**config.mk**
```make
export PLATFORM = sky130hd
export DESIGN_NAME = periph_top
export DESIGN_NICKNAME = d
export VERILOG_FILES = /design/src/hw/periph_pkg.sv /design/src/hw/gpio_port.sv /design/src/hw/hex_display.sv /design/src/hw/periph_top.sv /design/src/hw/wb_fabric.sv
export SDC_FILE = /design/constraint.sdc
export NUM_CORES = 1
export LEC_CHECK = 0
export BUFFER_PORTS_ARGS = -buffer_cell sky130_fd_sc_hd__buf_2
export CAP_MARGIN = 15
export CORE_MARGIN = 3
export CORE_UTILIZATION = 47
export CTS_CLUSTER_SIZE = 30
export DETAILED_ROUTE_END_ITERATION = 16
export HOLD_SLACK_MARGIN = 0.03
export PLACE_DENSITY = 0.75
export SLEW_MARGIN = 25
export SYNTH_ARGS = -nofsm -noshare
export SYNTH_HDL_FRONTEND = slang
export SYNTH_SLANG_ARGS = --single-unit
export TNS_END_PERCENT = 100
```
**constraint.sdc**
```tcl
create_clock -name clk -period 5.2 [get_ports clk]
set_input_delay 1.56 -clock clk [delete_from_list [all_inputs] [get_ports clk]]
set_output_delay 1.56 -clock clk [all_outputs]
set_load 0.01 [all_outputs]
```
**src/hw/periph_pkg.sv**
```systemverilog
package periph_pkg;

    // ~~~~~~~~~~~~~~~~~~~~~~~~~~~~~~~~~~~~~~~~~~~~~~~~~~~~~~~~~~~~
    // Wishbone classic request and response words.
    // ~~~~~~~~~~~~~~~~~~~~~~~~~~~~~~~~~~~~~~~~~~~~~~~~~~~~~~~~~~~~

    typedef struct packed {
        logic        cyc;
        logic        stb;
        logic        we;
        logic [31:0] adr;
        logic [31:0] dat;
        logic [3:0]  sel;
    } wb_req_t;

    typedef struct packed {
        logic        ack;
        logic        err;
        logic [31:0] dat;
    } wb_rsp_t;

    // ~~~~~~~~~~~~~~~~~~~~~~~~~~~~~~~~~~~~~~~~~~~~~~~~~~~~~~~~~~~~
    // Sizes, address map and register offsets.
    // ~~~~~~~~~~~~~~~~~~~~~~~~~~~~~~~~~~~~~~~~~~~~~~~~~~~~~~~~~~~~

    localparam int GPIO_OUT_NUM = 10;
    localparam int GPIO_IN_NUM  = 12;
    localparam int HEX_NUM      = 6;
    localparam int HEX_DIG_BITS = 4 * HEX_NUM;  // One nibble per digit.

    localparam logic [GPIO_OUT_NUM-1:0] GPIO_OUT_MASK = 10'h3FF;

    // Digit 0 sits in the low bits, segments a to g from bit 0, active low.
    typedef logic [HEX_NUM-1:0][6:0] seg_bus_t;

    localparam logic [31:0] GPIO_BASE = 32'h0000_0100;
    localparam logic [31:0] HEX_BASE  = 32'h0000_0200;
    localparam logic [31:0] WIN_MASK  = 32'hFFFF_FF00;  // Each window spans 256 bytes.

    localparam logic [7:0] GPIO_OUT_OFS  = 8'h00;
    localparam logic [7:0] GPIO_IN_OFS   = 8'h04;
    localparam logic [7:0] GPIO_TGL_OFS  = 8'h08;
    localparam logic [7:0] HEX_DIG_OFS   = 8'h00;
    localparam logic [7:0] HEX_BLANK_OFS = 8'h04;

    // Expands the four byte selects into a 32-bit bit mask.
    function automatic logic [31:0] sel_to_mask(input logic [3:0] sel);
        logic [31:0] mask;
        for (int i = 0; i < 4; i++) begin
            mask[8*i +: 8] = {8{sel[i]}};
        end
        return mask;
    endfunction

endpackage

```
**src/hw/gpio_port.sv**
```systemverilog
`timescale 1ns/1ps

module gpio_port
    import periph_pkg::*;
(
    input  logic                    clk,
    input  logic                    rst_n,
    input  wb_req_t                 req,
    output logic [31:0]             rdata,
    input  logic [GPIO_IN_NUM-1:0]  pins_in,
    output logic [GPIO_OUT_NUM-1:0] led
);

    logic [GPIO_OUT_NUM-1:0] out_q;
    logic [GPIO_IN_NUM-1:0]  sync_q1;
    logic [GPIO_IN_NUM-1:0]  sync_q2;
    logic [7:0]              ofs;
    logic                    wr;
    logic                    rd;
    logic [31:0]             byte_mask;
    logic [GPIO_OUT_NUM-1:0] wr_mask;
    logic [GPIO_OUT_NUM-1:0] wr_bits;
    logic [31:0]             rd_word;

    assign ofs = req.adr[7:0];
    assign wr  = req.stb & req.we;
    assign rd  = req.stb & ~req.we;

    assign byte_mask = sel_to_mask(req.sel);
    assign wr_mask   = byte_mask[GPIO_OUT_NUM-1:0] & GPIO_OUT_MASK;
    assign wr_bits   = req.dat[GPIO_OUT_NUM-1:0];

    // ~~~~~~~~~~~~~~~~~~~~~~~~~~~~~~~~~~~~~~~~~~~~~~~~~~~~~~~~~~~~
    // Output register.
    // ~~~~~~~~~~~~~~~~~~~~~~~~~~~~~~~~~~~~~~~~~~~~~~~~~~~~~~~~~~~~

    always_ff @(posedge clk) begin
        if (!rst_n) begin
            out_q <= '0;
        end else if (wr) begin
            if (ofs == GPIO_OUT_OFS) begin
                // Only enabled bytes of writable bits change.
                out_q <= (out_q & ~wr_mask) | (wr_bits & wr_mask);
            end else if (ofs == GPIO_TGL_OFS) begin
                out_q <= out_q ^ (wr_bits & GPIO_OUT_MASK);  // Toggle ignores sel.
            end
        end
    end

    assign led = out_q;

    // ~~~~~~~~~~~~~~~~~~~~~~~~~~~~~~~~~~~~~~~~~~~~~~~~~~~~~~~~~~~~
    // Input synchronizer.
    // ~~~~~~~~~~~~~~~~~~~~~~~~~~~~~~~~~~~~~~~~~~~~~~~~~~~~~~~~~~~~

    // Two flops in series. The pins are asynchronous to clk.
    always_ff @(posedge clk) begin
        sync_q1 <= pins_in;
        sync_q2 <= sync_q1;
    end

    // ~~~~~~~~~~~~~~~~~~~~~~~~~~~~~~~~~~~~~~~~~~~~~~~~~~~~~~~~~~~~
    // Read mux.
    // ~~~~~~~~~~~~~~~~~~~~~~~~~~~~~~~~~~~~~~~~~~~~~~~~~~~~~~~~~~~~

    always_comb begin
        case (ofs)
            GPIO_OUT_OFS: rd_word = 32'(out_q);
            GPIO_IN_OFS:  rd_word = 32'(sync_q2);
            GPIO_TGL_OFS: rd_word = 32'(out_q);  // Reads as OUT.
            default:      rd_word = '0;
        endcase
    end

    // The word is only offered while a read is strobed.
    assign rdata = rd ? rd_word : '0;

endmodule

```
**src/hw/hex_display.sv**
```systemverilog
`timescale 1ns/1ps

module hex_display
    import periph_pkg::*;
(
    input  logic        clk,
    input  logic        rst_n,
    input  wb_req_t     req,
    output logic [31:0] rdata,
    output seg_bus_t    hex_seg
);

    logic [HEX_DIG_BITS-1:0] dig_q;
    logic [HEX_NUM-1:0]      blank_q;
    logic [7:0]              ofs;
    logic                    wr;
    logic                    rd;
    logic [31:0]             byte_mask;
    logic [31:0]             rd_word;

    // Maps one nibble to active-low segments, a in bit 0.
    function automatic logic [6:0] seg7(input logic [3:0] nib);
        logic [6:0] on;
        case (nib)
            4'h0:    on = 7'h3F;
            4'h1:    on = 7'h06;
            4'h2:    on = 7'h5B;
            4'h3:    on = 7'h4F;
            4'h4:    on = 7'h66;
            4'h5:    on = 7'h6D;
            4'h6:    on = 7'h7D;
            4'h7:    on = 7'h07;
            4'h8:    on = 7'h7F;
            4'h9:    on = 7'h6F;
            4'hA:    on = 7'h77;
            4'hB:    on = 7'h7C;
            4'hC:    on = 7'h39;
            4'hD:    on = 7'h5E;
            4'hE:    on = 7'h79;
            default: on = 7'h71;
        endcase
        return ~on;
    endfunction

    assign ofs       = req.adr[7:0];
    assign wr        = req.stb & req.we;
    assign rd        = req.stb & ~req.we;
    assign byte_mask = sel_to_mask(req.sel);

    // ~~~~~~~~~~~~~~~~~~~~~~~~~~~~~~~~~~~~~~~~~~~~~~~~~~~~~~~~~~~~
    // Digit and blank registers.
    // ~~~~~~~~~~~~~~~~~~~~~~~~~~~~~~~~~~~~~~~~~~~~~~~~~~~~~~~~~~~~

    always_ff @(posedge clk) begin
        if (!rst_n) begin
            dig_q   <= '0;
            blank_q <= '1;  // All digits dark out of reset.
        end else if (wr) begin
            if (ofs == HEX_DIG_OFS) begin
                dig_q <= (dig_q & ~byte_mask[HEX_DIG_BITS-1:0])
                       | (req.dat[HEX_DIG_BITS-1:0] & byte_mask[HEX_DIG_BITS-1:0]);
            end else if (ofs == HEX_BLANK_OFS) begin
                blank_q <= (blank_q & ~byte_mask[HEX_NUM-1:0])
                         | (req.dat[HEX_NUM-1:0] & byte_mask[HEX_NUM-1:0]);
            end
        end
    end

    // ~~~~~~~~~~~~~~~~~~~~~~~~~~~~~~~~~~~~~~~~~~~~~~~~~~~~~~~~~~~~
    // Segment decode and read mux.
    // ~~~~~~~~~~~~~~~~~~~~~~~~~~~~~~~~~~~~~~~~~~~~~~~~~~~~~~~~~~~~

    always_comb begin
        for (int i = 0; i < HEX_NUM; i++) begin
            hex_seg[i] = blank_q[i] ? 7'h7F : seg7(dig_q[4*i +: 4]);
        end
    end

    always_comb begin
        case (ofs)
            HEX_DIG_OFS:   rd_word = 32'(dig_q);
            HEX_BLANK_OFS: rd_word = 32'(blank_q);
            default:       rd_word = '0;
        endcase
    end

    assign rdata = rd ? rd_word : '0;

endmodule

```
**src/hw/periph_top.sv**
```systemverilog
`timescale 1ns/1ps

module periph_top
    import periph_pkg::*;
(
    input  logic                    clk,
    input  logic                    rst_n,
    input  wb_req_t                 wb_req,
    output wb_rsp_t                 wb_rsp,
    input  logic [GPIO_IN_NUM-1:0]  pins_in,
    output logic [GPIO_OUT_NUM-1:0] led,
    output seg_bus_t                hex_seg
);

    wb_req_t     gpio_req;
    wb_req_t     hex_req;
    logic [31:0] gpio_rdata;
    logic [31:0] hex_rdata;

    // ~~~~~~~~~~~~~~~~~~~~~~~~~~~~~~~~~~~~~~~~~~~~~~~~~~~~~~~~~~~~
    // Bus fabric and the two peripherals behind it.
    // ~~~~~~~~~~~~~~~~~~~~~~~~~~~~~~~~~~~~~~~~~~~~~~~~~~~~~~~~~~~~

    wb_fabric wb_fabric_inst (
        .clk       (clk),
        .rst_n     (rst_n),
        .wb_req    (wb_req),
        .wb_rsp    (wb_rsp),
        .gpio_req  (gpio_req),
        .hex_req   (hex_req),
        .gpio_rdata(gpio_rdata),
        .hex_rdata (hex_rdata)
    );

    gpio_port gpio_port_inst (
        .clk    (clk),
        .rst_n  (rst_n),
        .req    (gpio_req),
        .rdata  (gpio_rdata),
        .pins_in(pins_in),
        .led    (led)
    );

    // Six digits, driven straight from the display registers.
    hex_display hex_display_inst (
        .clk    (clk),
        .rst_n  (rst_n),
        .req    (hex_req),
        .rdata  (hex_rdata),
        .hex_seg(hex_seg)
    );

endmodule

```
**src/hw/wb_fabric.sv**
```systemverilog
`timescale 1ns/1ps

module wb_fabric
    import periph_pkg::*;
(
    input  logic        clk,
    input  logic        rst_n,
    input  wb_req_t     wb_req,
    output wb_rsp_t     wb_rsp,
    output wb_req_t     gpio_req,
    output wb_req_t     hex_req,
    input  logic [31:0] gpio_rdata,
    input  logic [31:0] hex_rdata
);

    logic        active;
    logic        fire;
    logic        pend;
    logic        hit_gpio;
    logic        hit_hex;
    logic        hit_any;
    logic        ack_q;
    logic        err_q;
    logic [31:0] dat_q;
    logic [31:0] sel_rdata;

    // ~~~~~~~~~~~~~~~~~~~~~~~~~~~~~~~~~~~~~~~~~~~~~~~~~~~~~~~~~~~~
    // Address decode.
    // ~~~~~~~~~~~~~~~~~~~~~~~~~~~~~~~~~~~~~~~~~~~~~~~~~~~~~~~~~~~~

    assign hit_gpio = (wb_req.adr & WIN_MASK) == GPIO_BASE;
    assign hit_hex  = (wb_req.adr & WIN_MASK) == HEX_BASE;
    assign hit_any  = hit_gpio | hit_hex;

    assign active = wb_req.cyc & wb_req.stb;
    assign fire   = active & ~pend;  // First cycle of a held request only.

    // Each peripheral sees the request, with its strobe limited to its own window.
    always_comb begin
        gpio_req     = wb_req;
        gpio_req.stb = fire & hit_gpio;
        hex_req      = wb_req;
        hex_req.stb  = fire & hit_hex;
    end

    always_comb begin
        if (hit_gpio) begin
            sel_rdata = gpio_rdata;
        end else if (hit_hex) begin
            sel_rdata = hex_rdata;
        end else begin
            sel_rdata = '0;  // A miss returns zero along with err.
        end
    end

    // ~~~~~~~~~~~~~~~~~~~~~~~~~~~~~~~~~~~~~~~~~~~~~~~~~~~~~~~~~~~~
    // Registered response.
    // ~~~~~~~~~~~~~~~~~~~~~~~~~~~~~~~~~~~~~~~~~~~~~~~~~~~~~~~~~~~~

    // The pending flag stays set until the master drops its strobe.
    always_ff @(posedge clk) begin
        if (!rst_n) begin
            pend  <= 1'b0;
            ack_q <= 1'b0;
            err_q <= 1'b0;
        end else begin
            if (!active) begin
                pend <= 1'b0;
            end else if (fire) begin
                pend <= 1'b1;
            end
            ack_q <= fire & hit_any;
            err_q <= fire & ~hit_any;
        end
    end

    always_ff @(posedge clk) begin
        dat_q <= fire ? sel_rdata : '0;
    end

    assign wb_rsp = '{ack: ack_q, err: err_q, dat: dat_q};

endmodule

```
==> results of run 1 <==
routing by layer:
metal / track usage [%] / vias up / routed length [um]
li1: - / 2584 / -
met1: 26.16 / 2540 / 6638
met2: 36.68 / 198 / 7700
met3: 6.639 / 18 / 1155
met4: 7.003 / 0 / 231
met5: 0 / - / 0
layout make-up:
type | count | area share (%)
Inverter | 52 | 2.515
Multi-Input combinational cell | 447 | 42.30
Timing Repair Buffer | 162 | 10.74
Antenna cell | 1 | 0.03224
Tap cell | 172 | 2.773
Clock inverter | 15 | 1.854
Clock buffer | 17 | 5.481
Sequential cell | 133 | 34.31
power by group through the flow:
stage	combinational (uW)	clock (uW)	sequential, uW
5_1_grt	77.0	1220	1030
3_5_place_dp	69.7	0	1050
4_1_cts	70.1	1170	1030
3_3_place_gp	67.5	0	1050
6_report	70.4	1150	1030
2_1_floorplan	28.0	0	1050
worst max path at each step:
stage | end | slack, ns
final | flip-flop | 1.18
after global routing | flip-flop | 0.94
after CTS | flip-flop | 1.20
after detailed placement | flip-flop | 0.78
after global placement | flip-flop | 0.81
after floorplan | flip-flop | 1.03
cell families (layout without fill, tap and decap cells):
family / Yosys count / in the layout / synth area share [%]
other cells: 1 / 9 / 0.05973
simple gates: 251 / 251 / 23.10
compound gates: 100 / 100 / 12.04
xor+xnor: 3 / 3 / 0.4186
flops: 133 / 133 / 42.41
mux: 43 / 43 / 7.892
fa+ha+maj: 42 / 42 / 8.370
buf+inv: 82 / 246 / 5.719
metrics by stage:
stage               util [%]  instances  worst slack (ns)  area (um^2)
floorplan                  -        662             1.026         6305
global placement       56.06        966            0.8069         7189
detailed placement     56.06        966            0.7810         7189
CTS                    60.50        998             1.198         7759
global route           60.50        998            0.9365         7759
finish                 60.52        999             1.185         7761
cell usage in the layout, fill, tap and decap left out, types with 8 or more instances in the layout:
master,count
ha_1,42
and2_1,14
and3_1,15
a22oi_1,26
buf_2,153
nor4_1,12
mux2i_1,27
mux2_2,12
dfxtp_1,133
a21oi_1,22
nor3_1,8
conb_1,8
buf_4,9
nand2_1,44
nand2b_1,50
clkbuf_16,17
nor2_1,58
inv_1,45
==> flow_summary_export.csv, run 1 <==
group,metric,value,unit
layout,fillCellCount,1093,
clock_tree,clockBufferDepth,2,
placement,hpwl,11830,um
setup_path,crit_chain,"buf_2, nor4_2, nand4_2, nor4_4, buf_4, mux2i_1, nand2b_1, inv_1, and3_1, a211oi_1",
setup_path,r2r_setup_slack,2.25,ns
timing,drv_slew,0,
synthesis,yosys-top-cells-area,"dfxtp_1 42%, ha_1 8.4%, nand2b_1 5.0%",
timing,final.setup.tns,0,ns
floorplanning,fp.dieW,121.6,um
floorplanning,fp.coreArea,12820,um^2
setup_path,end_kind,"flip-flop",
pwr,p_leak,0.003374,uW
setup_path,worst-setup-path-type,"primary input to flip-flop",
timing,slew_headroom,37.96,%
floorplanning,ios,171,
synthesis,ys_async_sr_fraction,0,%
job,maxCapViolations,0,
pwr,power.density,290.5,nW/um^2
clock_tree,clk_latency,0.42,ns
global_routing,grt_pass1_vias,5128,
timing,hold_violations,0,
synthesis,synth_cell_types,60,
synthesis,synth_ff_type,"dfxtp_1",
timing,timing.final.crit_share,77.21,%
synthesis,synthesis.area,6279,um^2
routing,ant_nets,0,
routing,drt_iter0_markers,326,
pwr,power.internal,1726,uW
min_path,whs_path_depth,0,
pwr,power.total,2254,uW
timing,period_needed,4.015,ns
routing,wl_per_cell,15.74,um
min_path,min_from,"gpio_port_inst.sync_q1[5]$_DFF_P_",
layout,multiInputGateArea,3283,um^2
clock_tree,cts_resized,0,
floorplanning,die_y,121.6,um
synthesis,yosys_warnings,0,
setup_path,startpoint_type,"primary input",
floorplanning,dieArea,14780,um^2
clock_tree,clk_transition_reported_paths,0.06,ns
min_path,whs_endpoint,"gpio_port_inst.sync_q2[5]$_DFF_P_",
synthesis,ys_ff_latch,133,
routing,drc,0,
setup_path,r2r_cells,9,
clock_tree,hold_buffers,0,
min_path,hold_path.class,"flip-flop to flip-flop",
synthesis,yosysTopAreaCellShare,42.41,%
setup_path,critPathRequiredTime,5.50,ns
setup_path,crit_fanout,12,
pwr,seq_power_share,45.8,%
pwr,power.share.switching,23.45,%
clock_tree,cts_sinks,133,
clock_tree,numCtsBuffers,17,
synthesis,syn_avg_cell_area,9.586,um^2
layout,drive_gt1_share,28.45,%
synthesis,synthCells,655,
setup_path,worst-path-stages,10,
routing,routed_wl,15730,um
timing,setup_viol,0,
clock_tree,cts_tree,"done",
setup_path,rr_startpoint,"wb_fabric_inst.pend$_SDFFE_PN0P_",
setup_path,crit_family,"simple AND/OR/NAND/NOR gates",
global_routing,grtUsageTotal,21.59,%
layout,syn2layout_area_growth,23.61,%
setup_path,slowest_stage,"nor4_4",
routing,vias,5340,
clock_tree,htree_levels,4,
timing,hold-worst-slack,0.3261,ns
setup_path,timing.critical_path.buf_inv,3,
pwr,pwr-share-comb,3.1,%
global_routing,grt_pass1_wl,25150,um
global_routing,grt_remaining_overflow,0,
status,status,"finished clean",
setup_path,cp_data_arrival_time,4.32,ns
pwr,ir_drop,0.2033,mV
layout,regArea,2663,um^2
timing,worstMarginPinSlew,0.9229,ns
timing,maxClockFrequency,0.2491,GHz
layout,nNetsFinal,940,
synthesis,synthTopCellsByCount,"133 x dfxtp_1, 58 x nor2_1, 50 x nand2b_1, 45 x inv_1, 44 x nand2_1",
floorplanning,start_util,48.96,%
routing,vias_per_cell,5.345,
routing,drtPass1Iterations,5,
synthesis,ys_seq_area_share,42.41,%
timing,worst_clock_skew,0.006788,ns
clock_tree,cts_setup_buffers,0,
synthesis,synth_edf_count,0,
global_routing,grt_max_degree,38,
placement,gp_congestion,0.8852,
synthesis,yosysMostFrequentCell,"dfxtp_1",
timing,rsz0062_at_grt,"false",
pwr,switching_power,528.6,uW
global_routing,antenna_found_initial,0,
placement,io_buffers,153,
setup_path,startpoint,"wb_req[62]",
clock_tree,cts-root-buf,"clkbuf_16",
pwr,p_clk_share,51.1,%
floorplanning,rows,41,
setup_path,slowest_delay,0.47,ns
synthesis,yosys.area.top_type,"dfxtp_1",
No activity file was read; power rests on OpenSTA's default activity.
==> run 2: changes to the inputs <==
==> constraint.sdc (replaced) <==
create_clock -name clk -period 4 [get_ports clk]
set_input_delay 1.2 -clock clk [delete_from_list [all_inputs] [get_ports clk]]
set_output_delay 1.2 -clock clk [all_outputs]
set_load 0.01 [all_outputs]
==> run 2 against run 1 <==
Compared with the run above: clock skew is essentially flat; sequential share of layout area down 0.46 points; register-to-register slack worse by 1.0 ns; combinational power grew 35%; critical path type unchanged; power increased by 30%; design area increased by 1.4%; global-route usage increased by 0.52 points; die area stayed put; largest cell class unchanged.
==> flow_summary_export.csv, run 2 (same netlist as run 1, synthesis figures left out) <==
group,metric,value,unit
pwr,power.total,2920,uW
status,status,"finished clean",
layout,multiInputGateArea,3283,um^2
clock_tree,cts_resized,0,
min_path,hold_path.class,"flip-flop to flip-flop",
timing,timing.final.crit_share,89.66,%
timing,drv_slew,0,
clock_tree,cts_setup_buffers,0,
clock_tree,cts_tree,"done",
routing,wl_met2,7865,um
layout,fin_util,61.34,%
layout,fillCellCount,1087,
clock_tree,htree_levels,4,
placement,place_area,7300,um^2
clock_tree,cts_sinks,133,
routing,drt-met1-wl,6796,um
layout,nNetsFinal,953,
timing,hold-worst-slack,0.3275,ns
clock_tree,clk_transition_reported_paths,0.06,ns
placement,preCtsSetupSlack,-0.007831,ns
floorplanning,dieArea,14780,um^2
layout,finish.instance_area,7866,um^2
floorplanning,ios,171,
layout,n_antenna_cell,0,
global_routing,grtUsageTotal,22.11,%
timing,finalWorstSetupSlack,0.4134,ns
placement,io_buffers,153,
timing,slew_headroom,49.41,%
layout,regArea,2663,um^2
setup_path,crit_fanout,14,
timing,setup_viol,0,
setup_path,end_kind,"flip-flop",
timing,worstMarginPinSlew,0.7561,ns
clock_tree,numCtsBuffers,17,
clock_tree,clk_latency,0.42,ns
global_routing,grt_pass1_wl,25740,um
floorplanning,fp.dieW,121.6,um
floorplanning,fp.coreArea,12820,um^2
clock_tree,clockBufferDepth,2,
routing,drtPass1Iterations,5,
placement,gp_congestion,0.9210,
job,maxCapViolations,0,
clock_tree,cts-root-buf,"clkbuf_16",
layout,final_cell_mix,"153 x buf_2, 133 x dfxtp_1, 58 x nor2_1, 50 x nand2b_1, 45 x inv_1",
routing,vias_per_cell,5.318,
global_routing,grt_max_degree,38,
routing,wl_met3,1178,um
timing,maxClockFrequency,0.2788,GHz
setup_path,cp_data_arrival_time,3.95,ns
routing,routed_wl,16240,um
layout,syn2layout_area_growth,25.29,%
floorplanning,rows,41,
setup_path,startpoint_type,"primary input",
setup_path,critPathRequiredTime,4.37,ns
timing,hold_violations,0,
routing,vias,5376,
layout,drive_gt1_share,29.56,%
pwr,power.density,371.2,nW/um^2
pwr,p_leak,0.003426,uW
floorplanning,die_y,121.6,um
routing,drc,0,
global_routing,grt_remaining_overflow,0,
timing,worst_clock_skew,0.007260,ns
pwr,ir_drop,0.2749,mV
timing,period_needed,3.587,ns
global_routing,antenna_found_initial,0,
clock_tree,hold_buffers,0,
global_routing,grt_pass1_vias,5322,
placement,hpwl,12420,um
layout,layout_commonest_cell,"buf_2",
floorplanning,start_util,48.96,%
setup_path,worst-setup-path-type,"primary input to flip-flop",
routing,ant_nets,0,
routing,wl_per_cell,16.06,um
routing,drt_iter0_markers,351,
routing,top_layer,"met4",
timing,rsz0062_at_grt,"false",
==> run 2: cell types whose count changed in the layout (fill, tap and decap cells not counted), sizes merged <==
| cell | previous run | this run |
|---|---|---|
| inv | 56 | 53 |
| clkinvlp | 3 | 7 |
| diode | 1 | 0 |
| buf | 162 | 175 |
| clkbuf | 17 | 18 |
| clkinv | 7 | 5 |
==> run 2: worst max-delay path: stages <==
cell,delay [ns]
buf_2,0.11
nor4_4,0.35
nand3_2,0.24
nor4_4,0.46
buf_12,0.20
mux2i_1,0.10
nor2_1,0.25
inv_1,0.18
ha_1,0.31
inv_1,0.04
mux4_2,0.45
inv_1,0.06
==> run 2: final cells by class <==
type | instances | share of cell area, %
Inverter | 52 | 2.481
Sequential cell | 133 | 33.85
Tap cell | 172 | 2.736
Multi-Input combinational cell | 447 | 41.74
Clock buffer | 18 | 5.583
Clock inverter | 14 | 1.622
Timing Repair Buffer | 175 | 11.99
==> run 2: per-layer routing <==
metal | vias to the layer above | GRT usage, %
met5 | - | 0
met4 | 0 | 10.43
met3 | 27 | 6.175
met2 | 189 | 37.82
met1 | 2545 | 25.59
li1 | 2615 | -
==> run 2: path summary, 6_finish.rpt <==
check                                    startpoint                           endpoint  slack (ns)  cells after the start
setup reg to reg   wb_fabric_inst.pend$_SDFFE_PN0P_                          flip-flop        1.25                     12
setup / recovery                         wb_req[41]                          flip-flop        0.41                     12
hold / removal    gpio_port_inst.sync_q1[6]$_DFF_P_  gpio_port_inst.sync_q2[6]$_DFF_P_        0.33                      0
hold reg to reg   gpio_port_inst.sync_q1[6]$_DFF_P_  gpio_port_inst.sync_q2[6]$_DFF_P_        0.33                      0
==> run 2: through the flow <==
step	instances	TNS, ns
final	1011	0
after global routing	1011	0
after CTS	1011	0
after detailed placement	979	-0.01143
after global placement	979	0
after floorplan	662	0
==> run 2: power breakdown <==
| part | switching (uW) | internal (uW) | total (uW) | leakage (uW) |
|---|---|---|---|---|
| clock | 609 | 874 | 1480 | 0.000258 |
| sequential | 3.97 | 1340 | 1340 | 0.00108 |
| combinational | 56.2 | 38.5 | 94.7 | 0.00209 |
